### src/rtl/erx_pkg.sv
`default_nettype none

package erx_pkg;

  // ##############################
  // Packet layout
  // ##############################

  // Emesh packet width
  localparam int pkt_w = 104;

  // Field positions, counted from bit 0
  localparam int write_pos   = 0;
  localparam int dstaddr_lsb = 8;

  // Address sub-fields
  localparam int id_lsb     = 20;
  localparam int index_lsb  = 28;
  localparam int region_lsb = 16;

  typedef logic [pkt_w-1:0] packet_t;
  typedef logic [31:0]      addr_t;
  typedef logic [11:0]      link_id_t;
  typedef logic [3:0]       mmu_index_t;

  // Nibble marking a read response
  localparam logic [3:0] rr_region = 4'hD;

  // Timeout error response fields
  localparam logic [31:0] timeout_data     = 32'hdeadbeef;
  localparam logic [3:0]  timeout_region   = 4'hF;
  // Write, datamode 01
  localparam logic [7:0]  timeout_low_byte = 8'h03;

  // Timeout watchdog FSM
  typedef enum logic [1:0] {
    idle,
    counting,
    flagged
  } timeout_state_t;

  // ##############################
  // Field access
  // ##############################

  function automatic logic pkt_write(input packet_t pkt);
    return pkt[write_pos];
  endfunction

  function automatic addr_t pkt_dstaddr(input packet_t pkt);
    return pkt[dstaddr_lsb +: $bits(addr_t)];
  endfunction

  // Same packet, new destination
  function automatic packet_t pkt_set_dstaddr(input packet_t pkt, input addr_t addr);
    packet_t result;
    result = pkt;
    result[dstaddr_lsb +: $bits(addr_t)] = addr;
    return result;
  endfunction

endpackage

`default_nettype wire
### src/rtl/erx_core.sv
`default_nettype none

module erx_core
  import erx_pkg::*;
#(
  parameter link_id_t link_id        = 12'h800,
  parameter int       fifo_depth     = 4,
  parameter int       timeout_cycles = 64
) (
  input  wire logic       clk,
  input  wire logic       reset,
  // Link
  input  wire logic       erx_access,
  input  wire packet_t    erx_packet,
  output logic            rx_rd_wait,
  output logic            rx_wr_wait,
  // DMA
  input  wire logic       edma_access,
  input  wire packet_t    edma_packet,
  output logic            edma_wait,
  // Config
  input  wire logic       ecfg_access,
  input  wire packet_t    ecfg_packet,
  output logic            ecfg_wait,
  // MMU setup
  input  wire logic       mmu_enable,
  input  wire logic       mmu_cfg_write,
  input  wire mmu_index_t mmu_cfg_index,
  input  wire link_id_t   mmu_cfg_value,
  // Queue outputs
  output logic            rxwr_access,
  output packet_t         rxwr_packet,
  input  wire logic       rxwr_wait,
  output logic            rxrd_access,
  output packet_t         rxrd_packet,
  input  wire logic       rxrd_wait,
  output logic            rxrr_access,
  output packet_t         rxrr_packet,
  input  wire logic       rxrr_wait
);

  // Arbiter to MMU and back
  logic    mmu_in_access;
  packet_t mmu_in_packet;
  logic    mmu_in_wait;
  logic    emmu_access;
  packet_t emmu_packet;
  logic    emmu_wait;

  // Watchdog handshake
  logic    timeout;
  logic    timeout_taken;
  logic    rd_issue;
  logic    rsp_seen;

  // Arbiter to FIFOs
  logic    wr_push_access;
  packet_t wr_push_packet;
  logic    wr_push_wait;
  logic    rd_push_access;
  packet_t rd_push_packet;
  logic    rd_push_wait;
  logic    rr_push_access;
  packet_t rr_push_packet;
  logic    rr_push_wait;

  // ##############################
  // Routing
  // ##############################

  erx_arbiter #(
    .link_id (link_id)
  ) i_arbiter (
    .erx_access    (erx_access),
    .erx_packet    (erx_packet),
    .rx_rd_wait    (rx_rd_wait),
    .rx_wr_wait    (rx_wr_wait),
    .mmu_in_access (mmu_in_access),
    .mmu_in_packet (mmu_in_packet),
    .mmu_in_wait   (mmu_in_wait),
    .emmu_access   (emmu_access),
    .emmu_packet   (emmu_packet),
    .emmu_wait     (emmu_wait),
    .edma_access   (edma_access),
    .edma_packet   (edma_packet),
    .edma_wait     (edma_wait),
    .ecfg_access   (ecfg_access),
    .ecfg_packet   (ecfg_packet),
    .ecfg_wait     (ecfg_wait),
    .timeout       (timeout),
    .timeout_taken (timeout_taken),
    .rd_issue      (rd_issue),
    .rsp_seen      (rsp_seen),
    .rxwr_access   (wr_push_access),
    .rxwr_packet   (wr_push_packet),
    .rxwr_wait     (wr_push_wait),
    .rxrd_access   (rd_push_access),
    .rxrd_packet   (rd_push_packet),
    .rxrd_wait     (rd_push_wait),
    .rxrr_access   (rr_push_access),
    .rxrr_packet   (rr_push_packet),
    .rxrr_wait     (rr_push_wait)
  );

  // Address translation, one cycle
  erx_mmu i_mmu (
    .clk        (clk),
    .reset      (reset),
    .enable     (mmu_enable),
    .cfg_write  (mmu_cfg_write),
    .cfg_index  (mmu_cfg_index),
    .cfg_value  (mmu_cfg_value),
    .in_access  (mmu_in_access),
    .in_packet  (mmu_in_packet),
    .in_wait    (mmu_in_wait),
    .out_access (emmu_access),
    .out_packet (emmu_packet),
    .out_wait   (emmu_wait)
  );

  erx_timeout #(
    .timeout_cycles (timeout_cycles)
  ) i_timeout (
    .clk           (clk),
    .reset         (reset),
    .rd_issue      (rd_issue),
    .rsp_seen      (rsp_seen),
    .timeout       (timeout),
    .timeout_taken (timeout_taken)
  );

  // ##############################
  // Output queues
  // ##############################

  erx_fifo #(.fifo_depth(fifo_depth)) i_wr_fifo (
    .clk        (clk),
    .reset      (reset),
    .in_access  (wr_push_access),
    .in_packet  (wr_push_packet),
    .in_wait    (wr_push_wait),
    .out_access (rxwr_access),
    .out_packet (rxwr_packet),
    .out_wait   (rxwr_wait)
  );

  erx_fifo #(.fifo_depth(fifo_depth)) i_rd_fifo (
    .clk        (clk),
    .reset      (reset),
    .in_access  (rd_push_access),
    .in_packet  (rd_push_packet),
    .in_wait    (rd_push_wait),
    .out_access (rxrd_access),
    .out_packet (rxrd_packet),
    .out_wait   (rxrd_wait)
  );

  erx_fifo #(.fifo_depth(fifo_depth)) i_rr_fifo (
    .clk        (clk),
    .reset      (reset),
    .in_access  (rr_push_access),
    .in_packet  (rr_push_packet),
    .in_wait    (rr_push_wait),
    .out_access (rxrr_access),
    .out_packet (rxrr_packet),
    .out_wait   (rxrr_wait)
  );

endmodule

`default_nettype wire

### src/rtl/erx_timeout.sv
`default_nettype none

module erx_timeout
  import erx_pkg::*;
#(
  parameter int timeout_cycles = 64
) (
  input  wire logic clk,
  input  wire logic reset,
  input  wire logic rd_issue,
  input  wire logic rsp_seen,
  output logic      timeout,
  input  wire logic timeout_taken
);

  localparam int timer_w = $clog2(timeout_cycles + 1);
  localparam int outst_w = 8;

  timeout_state_t     state_q;
  timeout_state_t     state_d;
  logic [outst_w-1:0] outstanding_q;
  logic [outst_w-1:0] outstanding_d;
  logic [timer_w-1:0] timer_q;
  logic [timer_w-1:0] timer_d;
  logic               answered;

  // Stray responses with nothing pending are ignored
  assign answered      = (rsp_seen | timeout_taken) & ((outstanding_q != '0) | rd_issue);
  assign outstanding_d = outstanding_q + outst_w'(rd_issue) - outst_w'(answered);

  // ##############################
  // Watchdog FSM
  // ##############################

  always_comb begin
    state_d = state_q;
    timer_d = timer_q + 1'b1;
    case (state_q)
      idle: begin
        timer_d = '0;
        if (outstanding_d != '0) begin
          state_d = counting;
        end
      end
      counting: begin
        if (outstanding_d == '0) begin
          state_d = idle;
          timer_d = '0;
        end else if (rsp_seen) begin
          // Any response restarts the wait
          timer_d = '0;
        end else if (timer_q == timer_w'(timeout_cycles - 1)) begin
          state_d = flagged;
          timer_d = '0;
        end
      end
      flagged: begin
        timer_d = '0;
        // Taken timeout retires one read
        if (timeout_taken) begin
          state_d = (outstanding_d != '0) ? counting : idle;
        end
      end
      default: begin
        state_d = idle;
        timer_d = '0;
      end
    endcase
  end

  always_ff @(posedge clk) begin
    if (reset) begin
      state_q       <= idle;
      outstanding_q <= '0;
      timer_q       <= '0;
    end else begin
      state_q       <= state_d;
      outstanding_q <= outstanding_d;
      timer_q       <= timer_d;
    end
  end

  assign timeout = (state_q == flagged);

  // A raised timeout always has an open read left to retire
  a_no_underflow: assert property (@(posedge clk) disable iff (reset)
    timeout |-> outstanding_q != '0);

  // Arbiter only takes a raised timeout
  a_taken_valid: assert property (@(posedge clk) disable iff (reset)
    timeout_taken |-> timeout);

endmodule

`default_nettype wire

### src/rtl/erx_arbiter.sv
`default_nettype none

module erx_arbiter
  import erx_pkg::*;
#(
  parameter link_id_t link_id = 12'h800
) (
  // Link side
  input  wire logic    erx_access,
  input  wire packet_t erx_packet,
  output logic         rx_rd_wait,
  output logic         rx_wr_wait,
  // Into the MMU
  output logic         mmu_in_access,
  output packet_t      mmu_in_packet,
  input  wire logic    mmu_in_wait,
  // Back from the MMU
  input  wire logic    emmu_access,
  input  wire packet_t emmu_packet,
  output logic         emmu_wait,
  // DMA reads
  input  wire logic    edma_access,
  input  wire packet_t edma_packet,
  output logic         edma_wait,
  // Config responses
  input  wire logic    ecfg_access,
  input  wire packet_t ecfg_packet,
  output logic         ecfg_wait,
  // Timeout circuit
  input  wire logic    timeout,
  output logic         timeout_taken,
  output logic         rd_issue,
  output logic         rsp_seen,
  // Write queue
  output logic         rxwr_access,
  output packet_t      rxwr_packet,
  input  wire logic    rxwr_wait,
  // Read queue
  output logic         rxrd_access,
  output packet_t      rxrd_packet,
  input  wire logic    rxrd_wait,
  // Read response queue
  output logic         rxrr_access,
  output packet_t      rxrr_packet,
  input  wire logic    rxrr_wait
);

  addr_t   erx_dstaddr;
  logic    erx_rr;
  logic    emmu_write;
  logic    emmu_read;
  packet_t timeout_packet;

  // ##############################
  // Read response check
  // ##############################

  assign erx_dstaddr = pkt_dstaddr(erx_packet);
  // Write back to our own id in the D region
  assign erx_rr = erx_access & pkt_write(erx_packet)
                & (erx_dstaddr[id_lsb +: $bits(link_id_t)] == link_id)
                & (erx_dstaddr[region_lsb +: 4] == rr_region);

  // Everything else gets translated
  assign mmu_in_access = erx_access & ~erx_rr;
  assign mmu_in_packet = erx_packet;

  // ##############################
  // Write and read queues
  // ##############################

  assign emmu_write  = emmu_access & pkt_write(emmu_packet);
  assign emmu_read   = emmu_access & ~pkt_write(emmu_packet);

  assign rxwr_access = emmu_write;
  assign rxwr_packet = emmu_packet;

  // MMU read beats DMA
  assign rxrd_access = emmu_read | edma_access;
  assign rxrd_packet = emmu_read ? emmu_packet : edma_packet;

  // Stall the MMU on whichever queue it targets
  assign emmu_wait = (emmu_write & rxwr_wait) | (emmu_read & rxrd_wait);
  assign edma_wait = rxrd_wait | emmu_read;

  // ##############################
  // Read response queue
  // ##############################

  // Error response, srcaddr zero
  assign timeout_packet = {addr_t'(0), timeout_data, link_id, timeout_region,
                           16'h0000, timeout_low_byte};

  // Timeout, then link, then config
  assign rxrr_access = timeout | erx_rr | ecfg_access;
  assign rxrr_packet = timeout ? timeout_packet :
                       erx_rr  ? erx_packet     :
                                 ecfg_packet;

  assign ecfg_wait = timeout | erx_rr | rxrr_wait;

  // Waits seen by the link, per path
  assign rx_wr_wait = erx_rr ? (rxrr_wait | timeout) : mmu_in_wait;
  assign rx_rd_wait = rxrd_wait;

  // Events for the watchdog
  assign timeout_taken = timeout & ~rxrr_wait;
  assign rsp_seen      = erx_rr & ~timeout & ~rxrr_wait;
  assign rd_issue      = rxrd_access & ~rxrd_wait;

  // At most one source gets through per shared queue
  always_comb begin
    a_one_source: assert ($onehot0({emmu_read & ~emmu_wait, edma_access & ~edma_wait})
                          && $onehot0({timeout_taken, rsp_seen,
                                       ecfg_access & ~ecfg_wait}));
  end

endmodule

`default_nettype wire

### src/rtl/erx_mmu.sv
`default_nettype none

module erx_mmu
  import erx_pkg::*;
(
  input  wire logic       clk,
  input  wire logic       reset,
  input  wire logic       enable,
  // Table programming
  input  wire logic       cfg_write,
  input  wire mmu_index_t cfg_index,
  input  wire link_id_t   cfg_value,
  // Untranslated packets
  input  wire logic       in_access,
  input  wire packet_t    in_packet,
  output logic            in_wait,
  // Translated packets
  output logic            out_access,
  output packet_t         out_packet,
  input  wire logic       out_wait
);

  link_id_t   table_q [16];
  logic       out_valid_q;
  packet_t    out_packet_q;
  addr_t      in_dstaddr;
  mmu_index_t in_index;
  addr_t      mapped_dstaddr;
  logic       load;

  // ##############################
  // Lookup
  // ##############################

  assign in_dstaddr = pkt_dstaddr(in_packet);
  // Top nibble picks the entry
  assign in_index   = in_dstaddr[index_lsb +: $bits(mmu_index_t)];
  // New link id on top, low 20 bits kept
  assign mapped_dstaddr = {table_q[in_index], in_dstaddr[id_lsb-1:0]};

  // Table write port
  always_ff @(posedge clk) begin
    if (cfg_write) begin
      table_q[cfg_index] <= cfg_value;
    end
  end

  // ##############################
  // Output stage
  // ##############################

  // Stall only while holding a stuck packet
  assign in_wait = out_valid_q & out_wait;
  assign load    = in_access & ~in_wait;

  // Refill in the cycle the held packet leaves
  always_ff @(posedge clk) begin
    if (reset) begin
      out_valid_q <= 1'b0;
    end else if (!in_wait) begin
      out_valid_q <= in_access;
    end
  end

  always_ff @(posedge clk) begin
    if (load) begin
      if (enable) begin
        out_packet_q <= pkt_set_dstaddr(in_packet, mapped_dstaddr);
      end else begin
        // Bypass, address untouched
        out_packet_q <= in_packet;
      end
    end
  end

  assign out_access = out_valid_q;
  assign out_packet = out_packet_q;

  // Held output survives a stall
  a_hold: assert property (@(posedge clk) disable iff (reset)
    out_access && out_wait |=> out_access && $stable(out_packet));

endmodule

`default_nettype wire

### src/rtl/erx_fifo.sv
`default_nettype none

module erx_fifo
  import erx_pkg::*;
#(
  parameter int fifo_depth = 4
) (
  input  wire logic    clk,
  input  wire logic    reset,
  input  wire logic    in_access,
  input  wire packet_t in_packet,
  output logic         in_wait,
  output logic         out_access,
  output packet_t      out_packet,
  input  wire logic    out_wait
);

  localparam int ptr_w = (fifo_depth > 1) ? $clog2(fifo_depth) : 1;
  localparam int cnt_w = $clog2(fifo_depth + 1);

  packet_t          mem [fifo_depth];
  logic [ptr_w-1:0] wr_ptr;
  logic [ptr_w-1:0] rd_ptr;
  logic [cnt_w-1:0] count;
  logic             full;
  logic             push;
  logic             pop;

  // Wrap at depth, not at a power of two
  function automatic logic [ptr_w-1:0] next_ptr(input logic [ptr_w-1:0] ptr);
    return (ptr == ptr_w'(fifo_depth - 1)) ? '0 : ptr + 1'b1;
  endfunction

  assign full       = (count == cnt_w'(fifo_depth));
  assign push       = in_access & ~full;
  assign pop        = out_access & ~out_wait;
  // Back-pressure only when full
  assign in_wait    = full;
  // Head entry always on the output
  assign out_access = (count != '0);
  assign out_packet = mem[rd_ptr];

  // Storage
  always_ff @(posedge clk) begin
    if (push) begin
      mem[wr_ptr] <= in_packet;
    end
  end

  // Pointers and fill level
  always_ff @(posedge clk) begin
    if (reset) begin
      wr_ptr <= '0;
      rd_ptr <= '0;
      count  <= '0;
    end else begin
      if (push) begin
        wr_ptr <= next_ptr(wr_ptr);
      end
      if (pop) begin
        rd_ptr <= next_ptr(rd_ptr);
      end
      case ({push, pop})
        2'b10:   count <= count + 1'b1;
        2'b01:   count <= count - 1'b1;
        default: count <= count;
      endcase
    end
  end

  // Level stays within depth, pointers meet only when empty or full
  a_no_overflow: assert property (@(posedge clk) disable iff (reset)
    count <= cnt_w'(fifo_depth) && ((wr_ptr == rd_ptr) == (count == '0 || full)));

  // Stalled head stays put for the consumer
  a_out_stable: assert property (@(posedge clk) disable iff (reset)
    out_access && out_wait |=> out_access && $stable(out_packet));

endmodule

`default_nettype wire

### config.mk
export PLATFORM = sky130hd
export DESIGN_NAME = erx_core
export DESIGN_NICKNAME = d
export VERILOG_FILES = /design/src/rtl/erx_pkg.sv /design/src/rtl/erx_core.sv /design/src/rtl/erx_timeout.sv /design/src/rtl/erx_arbiter.sv /design/src/rtl/erx_mmu.sv /design/src/rtl/erx_fifo.sv
export SDC_FILE = /design/constraint.sdc
export NUM_CORES = 1
export LEC_CHECK = 0
export BUFFER_PORTS_ARGS = -buffer_cell sky130_fd_sc_hd__buf_2
export CAP_MARGIN = 20
export CORE_MARGIN = 3
export CORE_UTILIZATION = 45
export DETAILED_ROUTE_END_ITERATION = 8
export GPL_ROUTABILITY_DRIVEN = 0
export PLACE_DENSITY = 0.66
export RECOVER_POWER = 25
export SYNTH_ARGS = -nofsm -noshare
export SYNTH_HDL_FRONTEND = slang
export SYNTH_SLANG_ARGS = --single-unit
### constraint.sdc
create_clock -name clk -period 5.65 [get_ports clk]
set_input_delay 1.4125 -clock clk [delete_from_list [all_inputs] [get_ports clk]]
set_output_delay 1.4125 -clock clk [all_outputs]
set_load 0.05 [all_outputs]
* After elaboration in Yosys (flattened, before gate mapping) *
Memory sizes are Yosys's and may differ from the RTL's. A register that Yosys moved wholly into a read port is not among the register bits.
Cells that the tools add are included.

operators by class
  mux-type cells = 35
  add/sub/neg operators = 15
  div/mod/pow operators = 0
  order comparisons = 0
  equal/unequal tests = 24
  bitwise logic cells = 40
  shift operators = 0
  $mul = 0
  reductions and logical operators = 12

operators by type and width
  kind                    number
  $mux W104               3
  $mux W40                1
  $mux W2                 17
  $and A1 B1 Y1           20
  $eq A2 B2 Y1 const B    10
  $pmux W3 S2             3
  $reduce_bool A8 Y1      2
  $add A2 B1 Y2 const B   6
  $eq A12 B12 Y1 const B  1
  $not A1 Y1              11
  $mux W1                 10
  $add A3 B1 Y3 const B   3
  $eq A3 B3 Y1 const B    3
  $or A1 B1 Y1            9
  $reduce_bool A3 Y1      3
  $sub A3 B1 Y3 const B   3
  $add A8 B1 Y8           1
  $eq A2 B1 Y1 const B    4
  $logic_not A8 Y1        1
  $sub A8 B1 Y8           1
  $add A7 B1 Y7 const B   1
  $eq A7 B6 Y1 const B    1
  $pmux W2 S3             1
  $reduce_bool A2 Y1      3
  other kinds (7)         8

word-level totals
  register bits after elaboration = 143
  RAM bits = 1,440
  input bits = 338
  ROM bits = 0
  memories = 4
  output and inout port bits = 319
  latch bits = 0

memory list
  memory         depth  width  rd ports  clocked after memory_dff  wr ports  RTL line        text
  i_rd_fifo.mem  4      104    1         1                         1         erx_fifo.sv:21  packet_t mem [fifo_depth];
  i_rr_fifo.mem  4      104    1         1                         1         erx_fifo.sv:21
  i_wr_fifo.mem  4      104    1         1                         1         erx_fifo.sv:21
  i_mmu.table_q  16     12     1         0                         1         erx_mmu.sv:23   link_id_t table_q [16];

* Depth between registers and ports, before layout *
Gate-level depths: netlist (run 1).

  depth after elaboration = 12
  mapped depth = 19
  mapped depth without buffers = 17

* Hierarchy *
Synthesis (run 1) repeated with hierarchy kept, for this count alone.

second synthesis, totals
  cells, all modules = 2,881
  area, all modules = 62,292.2 µm²

modules (own cells, without submodules)
  module       cells each  sequential area each (µm²)  area an instance (µm²)  instances
  erx_fifo     599         12,672.2                    15,514.9                3
  erx_mmu      493         8,908.5                     10,789.1                1
  erx_arbiter  476         0.0                         3,941.3                 1
  erx_timeout  115         340.3                       1,017.2                 1

* Worst setup path after synthesis (run 1) *
No wires, ideal clock.

  kind = input -> register
  start = input port erx_packet[35]
  end = memory i_rr_fifo.mem[3][0] (netlist name) (enable)
  stages on the path = 6
  setup time = 0.475 ns
  path buffers = 1
  slack = 0.240 ns
  arrival time = 4.935 ns
  data required time = 5.175 ns
  cells stage by stage = or4b_4 -> nor4_4 -> and3_1 -> buf_4 -> o31a_4 -> and2_1

between the ends
  longest elaborated chain between the ends = 8

RTL lines
  item                           RTL line           text
  start, declared                erx_core.sv:14     input wire packet_t erx_packet,
  $eq A12 B12 Y1                 erx_arbiter.sv:61  & (erx_dstaddr[id_lsb +: $bits(link_id_t)] == link_id)
  $and A1 B1 Y1                  erx_arbiter.sv:61
  $and A1 B1 Y1                  erx_arbiter.sv:62  & (erx_dstaddr[region_lsb +: 4] == rr_region);
  $or A1 B1 Y1 (2 in a row)      erx_arbiter.sv:95  assign rxrr_access = timeout | erx_rr | ecfg_access;
  $and A1 B1 Y1                  erx_fifo.sv:35     assign push = in_access & ~full;
  $mux W1                        erx_fifo.sv:45     if (push) begin
  $mux W1 (not written as such)  erx_fifo.sv:46     mem[wr_ptr] <= in_packet;
  end, declared                  erx_fifo.sv:21

No other way between the ends.

* Final worst setup path (run 1) *
  start = register i_mmu.out_packet_q[0], in the netlist i_mmu.out_packet[0]
  end = output port edma_wait

between the ends
  longest elaborated chain between the ends = 3

RTL lines
  item                    RTL line           text
  start, declared         erx_mmu.sv:25      packet_t out_packet_q;
  start signal, assigned  erx_mmu.sv:68      out_packet_q <= pkt_set_dstaddr(in_packet, mapped_dstaddr);
  start signal, assigned  erx_mmu.sv:71      out_packet_q <= in_packet;
  $not A1 Y1              erx_arbiter.sv:73  assign emmu_read = emmu_access & ~pkt_write(emmu_packet);
  $and A1 B1 Y1           erx_arbiter.sv:73
  $or A1 B1 Y1            erx_arbiter.sv:84  assign edma_wait = rxrd_wait | emmu_read;
  end, declared           erx_core.sv:20     output logic edma_wait,

No other way between the ends.

==> flow_summary_export.csv, run 1 <==
group,metric,value,unit
global_route,grt_first_pass_wirelength,221000,µm
pwr,leakage,23.4,nW
detailed_routing,avgViaCountPerCell,5.65,
logic_synthesis,synth_area_leaders,"edfxtp_1 77%, mux4_2 14%, mux2_2 2.1%, dfxtp_1 1.5%, nand2_1 1.2%",
sta,fin_skew,0.0287,ns
logic_synthesis,ys_types,51,
sta,fmax,189,MHz
detailed_routing,routedWlPerCell,28.9,µm
floorplanning,dieArea,139000,µm²
layout,mostFrequentLayoutCells,"1544 x edfxtp_1, 559 x buf_2, 369 x mux4_2, 192 x nand2_1, 164 x clkbuf_16",
global_route,grt_pass1_vias,30800,
clock_network,cts_setup_buffers,0,
outcome,status,"complete, but fails checks",
layout,fin_cells,5407,
logic_synthesis,ys_ff_latch,1589,
clock_network,cts_resized,0,
clock_network,holdBufCountCts,0,
clock_network,clk_path_buf_depth,3,
critical_path,start_kind,"flip-flop",
critical_path,endpoint_kind,"output pin",
sta,slew-limit-headroom,-57.2,%
layout,seq_area,47300,µm²
sta,setup_viol,0,
floorplanning,dieWidth,373,µm
logic_synthesis,ys_warn_count,0,
global_route,grt_max_degree,69,
placed_design,port_buffers,656,
critical_path,slowest_stage,"clkbuf_2",
pwr,power_density,457,nW/µm²
floorplanning,initial_core_util,45.6,%
detailed_routing,firstDrtPassIters,6,
layout,fin_nets,3881,
global_route,antenna_found_initial,34,
clock_network,cts-root-buf,"clkbuf_16",
logic_synthesis,ys_seq_area_share,78.2,%
logic_synthesis,synthArstFlopShare,0,%
floorplanning,die_y,373,µm
logic_synthesis,syn_inst,2770,
critical_path,crit_path_max_fanout,58,
critical_path,critPathArrivalTime,3.89,ns
clock_network,clk_latency,0.77,ns
floorplanning,io_pins,657,
critical_path,crit_type,"reg2out",
pwr,vdd_ir_drop_max,0.289,mV
clock_network,htree_levels,4,
clock_network,numCtsBuffers,162,
layout,fillers,10400,
floorplanning,num_rows,133,
logic_synthesis,synth_top_area_share,76.7,%
sta,fin_hold_ws,0.444,ns
sta,period_share,93.8,%
layout,drive_gt1_share,36.5,%
logic_synthesis,synth_edf_count,1544,
outcome,violations,"max-capacitance violations, max-slew violations",
detailed_routing,vias,30500,
clock_network,cts_sinks,1589,
logic_synthesis,syn_nets,3142,
placed_design,dp_hpwl,99600,µm
sta,rsz0062_at_grt,"false",
logic_synthesis,postSynthAreaPerCell,21.8,µm²
layout,final_common_cell,"edfxtp_1",
critical_path,slowest_delay,1.66,ns
detailed_routing,antenna_left,0,
floorplanning,placeableCoreArea,132000,µm²
critical_path,required,4.24,ns
clock_network,cts_tree,"yes",
critical_path,crit_chain,"nor2b_4, clkbuf_2, or2_2, buf_2",
clock_network,clk_pin_slew,0.06,ns
layout,syn2layout_area_growth,17.6,%
logic_synthesis,yosysTopAreaCell,"edfxtp_1",
sta,drv_slew,112,
sta,period_minus_slack,5.30,ns
detailed_routing,drtIter0Drc,2868,
global_route,overflow,0,
flow_run,maxCapViolCount,3,
sta,hold_viol_final,0,
sta,worst_slew_pin_slew,2.36,ns
sta,finalSetupTns,0,ns
global_route,globalRouteTotalUtil,22.4,%
min_path,hp-class,"reg2reg",
detailed_routing,drc,0,
placed_design,placedCellCount,5100,
logic_synthesis,ys.flop_type,"edfxtp_1",
logic_synthesis,syn_area,60400,µm²
layout,multi_input_area,12600,µm²
detailed_routing,wl,156000,µm
-- synthesized netlist by cell type (3+ instances only) --
cell type and n:
or2_2 3, xnor2_1 4, buf_2 31, inv_1 33
mux4_2 369, or3_1 13, fa_1 4, and2_1 12
clkbuf_1 82, mux2i_1 10, ha_1 30, edfxtp_1 1544
nand2_1 193, mux2_2 115, nor2b_1 11, buf_1 24
dfxtp_1 45, o21ai_0 7, a21oi_1 80, and3_1 16
nand2b_1 4, nor3_1 11, nor2_1 54, xor2_1 10
nand3_1 33
-- critical path, delay by kind of cell (launching register included) --
family | cells | cell delay [ns]
buffers and inverters | 2 | 1.93
DFF | 1 | 0.59
and+or+nand+nor | 2 | 0.51
-- final cells by class --
type                    count  area share, %
diodes                     20         0.0704
clock inverters            77          0.968
well taps                1755           3.09
multi-input cells        1009           17.7
clock buffers             210           6.02
flip-flops and latches   1589           66.5
repair buffers            713           5.46
inverters                  34          0.187
-- routing by layer --
| layer | GRT usage [%] | share of wire, % |
|---|---|---|
| met5 | 0 | 0.038 |
| met4 | 8.28 | 3.5 |
| met3 | 4.81 | 8.3 |
| met2 | 35.2 | 48 |
| met1 | 31.2 | 40 |
-- through the flow --
stage                     instance area, µm²  util [%]  power (mW)  setup WS, ns
final                                  71100      53.7        32.5         0.349
after global routing                   71100      53.6        33.6         0.186
after CTS                              71200      53.8        32.8         0.408
after detailed placement               66200      50.0        22.7         0.292
after global placement                 66200      50.0        22.7         0.297
after floorplan                        60400         -        20.3         0.240
-- where the power goes --
group          leakage [nW]  switching, mW  internal, mW  total, mW
registers              14.5          0.393          13.9       14.2
logic                  6.51           5.70          2.43       8.13
clock network          2.40           4.33          5.76       10.1
total                  23.4           10.4          22.0       32.5
-- state kept, by name, indices dropped and copies added (netlist names), 3 cells and up, named ones only --
| signal | count |
|---|---|
| i_mmu.table_q | 192 |
| i_timeout.timer_q | 7 |
| i_timeout.outstanding_q | 8 |
| i_rr_fifo.count | 3 |
| i_rd_fifo.mem | 416 |
| i_mmu.out_packet | 104 |
| i_wr_fifo.mem | 416 |
| i_rr_fifo.mem | 416 |
| i_rd_fifo.count | 3 |
| i_wr_fifo.count | 3 |
-- final timing paths --
path	from	end	slack [ns]	cells past startpoint
setup / recovery	i_mmu.out_packet[0]	edma_wait	0.35	4
hold / removal	i_timeout.timer_q[6]	i_timeout.timer_q[6]	0.44	2
setup reg to reg	i_mmu.out_packet[0]	i_timeout.state_q[1]	1.34	16
hold reg to reg	i_timeout.timer_q[6]	i_timeout.timer_q[6]	0.44	2
-- logic make-up after synthesis --
family | synth area share (%)
flip-flops | 78.2
multiplexers | 16.1
AND/OR/NAND/NOR | 2.68
buffers and inverters | 1.14
AO/OA/AOI/OAI | 0.981
adder cells (fa/ha/maj) | 0.753
XOR/XNOR | 0.203
No activity file was read; power rests on OpenSTA's default activity.
==> inputs of run 2 (changes only) <==
--- a/config.mk
+++ b/config.mk
@@ -5,6 +5,7 @@
 export SDC_FILE = /design/constraint.sdc
 export NUM_CORES = 1
 export LEC_CHECK = 0
+export ABC_AREA = 1
 export BUFFER_PORTS_ARGS = -buffer_cell sky130_fd_sc_hd__buf_2
 export CAP_MARGIN = 20
 export CORE_MARGIN = 3
==> flow_summary_export.csv, run 2 <==
group,metric,value,unit
flow_run,maxCapViolCount,1,
layout,syn2layout_area_growth,17.3,%
clock_network,numCtsBuffers,162,
detailed_routing,antenna_left,0,
pwr,switchingPower,13.7,mW
placed_design,dp_hpwl,120000,µm
logic_synthesis,syn_inst,4734,
placed_design,placedCellCount,6987,
critical_path,required,4.24,ns
logic_synthesis,synth_top_area_share,75.0,%
detailed_routing,wl,182000,µm
floorplanning,die_y,377,µm
clock_network,htree_levels,4,
critical_path,endpoint,"rxwr_packet[51]",
sta,drv_slew,13,
global_route,grt_pass1_vias,38400,
critical_path,reg2reg_slack,1.66,ns
detailed_routing,drc,0,
min_path,hp-class,"reg2reg",
logic_synthesis,ys_seq_area_share,76.5,%
pwr,fin_total_pwr,36.1,mW
floorplanning,initial_core_util,45.4,%
pwr,p_comb_share,30.2,%
sta,hold_viol_final,0,
detailed_routing,drtIter0Drc,4402,
logic_synthesis,syn_area,61800,µm²
outcome,violations,"max-capacitance violations, max-slew violations",
critical_path,endpoint_kind,"output pin",
floorplanning,dieArea,142000,µm²
sta,period_share,86.3,%
layout,fillers,11300,
sta,rsz0062_at_grt,"false",
floorplanning,placeableCoreArea,136000,µm²
logic_synthesis,netlist_top_cells_count,"1544 x edfxtp_1, 932 x nor2_1, 761 x o21ai_0, 470 x nand2_1, 318 x o22ai_1",
global_route,overflow,0,
sta,fin_hold_ws,0.449,ns
critical_path,reg2reg_from,"i_mmu.out_packet[0]",
pwr,vdd_ir_drop_max,0.402,mV
detailed_routing,firstDrtPassIters,6,
logic_synthesis,postSynthAreaPerCell,13.1,µm²
clock_network,clk_path_buf_depth,3,
clock_network,cts_setup_buffers,0,
detailed_routing,vias,41300,
pwr,pwr-share-seq,40.2,%
global_route,grt_max_degree,161,
critical_path,r2r_cells,20,
layout,drive_gt1_share,16.8,%
sta,fin_skew,0.0400,ns
logic_synthesis,synth_area_leaders,"edfxtp_1 75%, o21ai_0 6.2%, nor2_1 5.7%, o22ai_1 3.2%, nand2_1 2.9%",
layout,mostFrequentLayoutCells,"1544 x edfxtp_1, 917 x nor2_1, 761 x o21ai_0, 551 x buf_2, 469 x nand2_1",
sta,slew-limit-headroom,-5.15,%
logic_synthesis,ys.flop_type,"edfxtp_1",
pwr,power_density,498,nW/µm²
logic_synthesis,yosysMostFrequentCell,"edfxtp_1",
critical_path,crit_path_max_fanout,56,
clock_network,clk_latency,0.81,ns
sta,fmax,205,MHz
clock_network,cts-root-buf,"clkbuf_16",
detailed_routing,avgViaCountPerCell,5.65,
layout,final_common_cell,"edfxtp_1",
logic_synthesis,yosysTopAreaCell,"edfxtp_1",
placed_design,port_buffers,656,
floorplanning,io_pins,657,
sta,worst_slew_pin_slew,1.57,ns
logic_synthesis,ys_ff_latch,1589,
clock_network,holdBufCountCts,0,
clock_network,cts_tree,"yes",
global_route,globalRouteTotalUtil,25.0,%
pwr,switching_share,37.9,%
logic_synthesis,syn_nets,5106,
detailed_routing,routedWlPerCell,24.9,µm
clock_network,cts_resized,0,
logic_synthesis,ys_warn_count,0,
logic_synthesis,ys_types,42,
pwr,leakage,25.7,nW
critical_path,critPathArrivalTime,3.46,ns
floorplanning,num_rows,135,
clock_network,cts_sinks,1589,
pwr,p_int,22.4,mW
pwr,p_clk_share,29.6,%
critical_path,crit_type,"reg2out",
global_route,antenna_found_initial,38,
layout,fin_cells,7305,
outcome,status,"complete, but fails checks",
sta,finalSetupTns,0,ns
logic_synthesis,synthArstFlopShare,0,%
sta,setup_viol,0,
critical_path,rr_endpoint,"i_timeout.timer_q[0]",
layout,top_regs,"i_rd_fifo.mem: 416 flops, i_rr_fifo.mem: 416 flops, i_wr_fifo.mem: 416 flops",
min_path,holdPathStages,1,
clock_network,clk_pin_slew,0.06,ns
critical_path,start_kind,"flip-flop",
logic_synthesis,synth_edf_count,1544,
global_route,grt_first_pass_wirelength,260000,µm
layout,fin_nets,5742,
sta,period_minus_slack,4.88,ns
floorplanning,dieWidth,377,µm
-- run 2: kinds of logic (layout without fill, tap and decap cells) --
logic type | after synthesis | count (layout) | share of synthesized area (%)
fa+ha+maj | 34 | 34 | 0.737
buf+inv | 405 | 1173 | 2.71
xor+xnor | 5 | 5 | 0.0709
flops | 1589 | 1589 | 76.5
compound gates | 1194 | 1194 | 10.6
other cells | 0 | 22 | 0
simple gates | 1507 | 1507 | 9.44
-- run 2: cell type report --
cell class | count | area [µm²] | area share (%)
clock inverters | 86 | 1070 | 1.48
repair buffers | 764 | 4140 | 5.71
multi-input cells | 2740 | 13000 | 17.9
flip-flops and latches | 1589 | 47300 | 65.2
well taps | 1781 | 2230 | 3.07
inverters | 113 | 447 | 0.616
diodes | 22 | 55.1 | 0.0759
clock buffers | 210 | 4300 | 5.94
-- run 2: routing by layer --
layer	GRT usage, %	routed length [µm]
met5	0	77
met4	9.54	6830
met3	5.83	17600
met2	36.7	80900
met1	36.4	76500
-- run 2: worst min path at each step --
stage / from / end / slack (ns)
final: i_timeout.timer_q[0] / i_timeout.timer_q[0] / 0.45
after global routing: i_timeout.timer_q[0] / i_timeout.timer_q[0] / 0.47
after CTS: i_timeout.timer_q[0] / i_timeout.timer_q[0] / 0.45
after detailed placement: i_timeout.timer_q[0] / i_timeout.timer_q[0] / 0.44
after global placement: i_timeout.timer_q[0] / i_timeout.timer_q[0] / 0.43
after floorplan: i_timeout.timer_q[0] / i_timeout.timer_q[0] / 0.42
-- run 2: critical path, stage by stage, from the launching register on --
cell and delay (ns):
dfxtp_4 0.34, buf_4 0.52, buf_4 0.65, o21ai_0 0.24
o22ai_1 0.45, buf_2 0.36
-- run 2: power groups by stage --
stage / registers, mW / logic [mW] / clock network (mW)
after detailed placement: 14.8 / 10.9 / 0
after floorplan: 14.6 / 7.66 / 0
after global placement: 14.8 / 10.8 / 0
final: 14.5 / 10.9 / 10.7
after CTS: 14.5 / 10.9 / 10.9
after global routing: 14.6 / 11.5 / 11.4
-- run 2: stage by stage --
stage          worst slack, ns  area, µm²  utilization [%]
6_report                 0.774      72500             53.3
5_1_grt                  0.613      72500             53.3
4_1_cts                  0.722      72600             53.4
3_5_place_dp             0.992      67300             49.5
3_3_place_gp             0.991      67300             49.5
2_1_floorplan            -1.48      61800                -
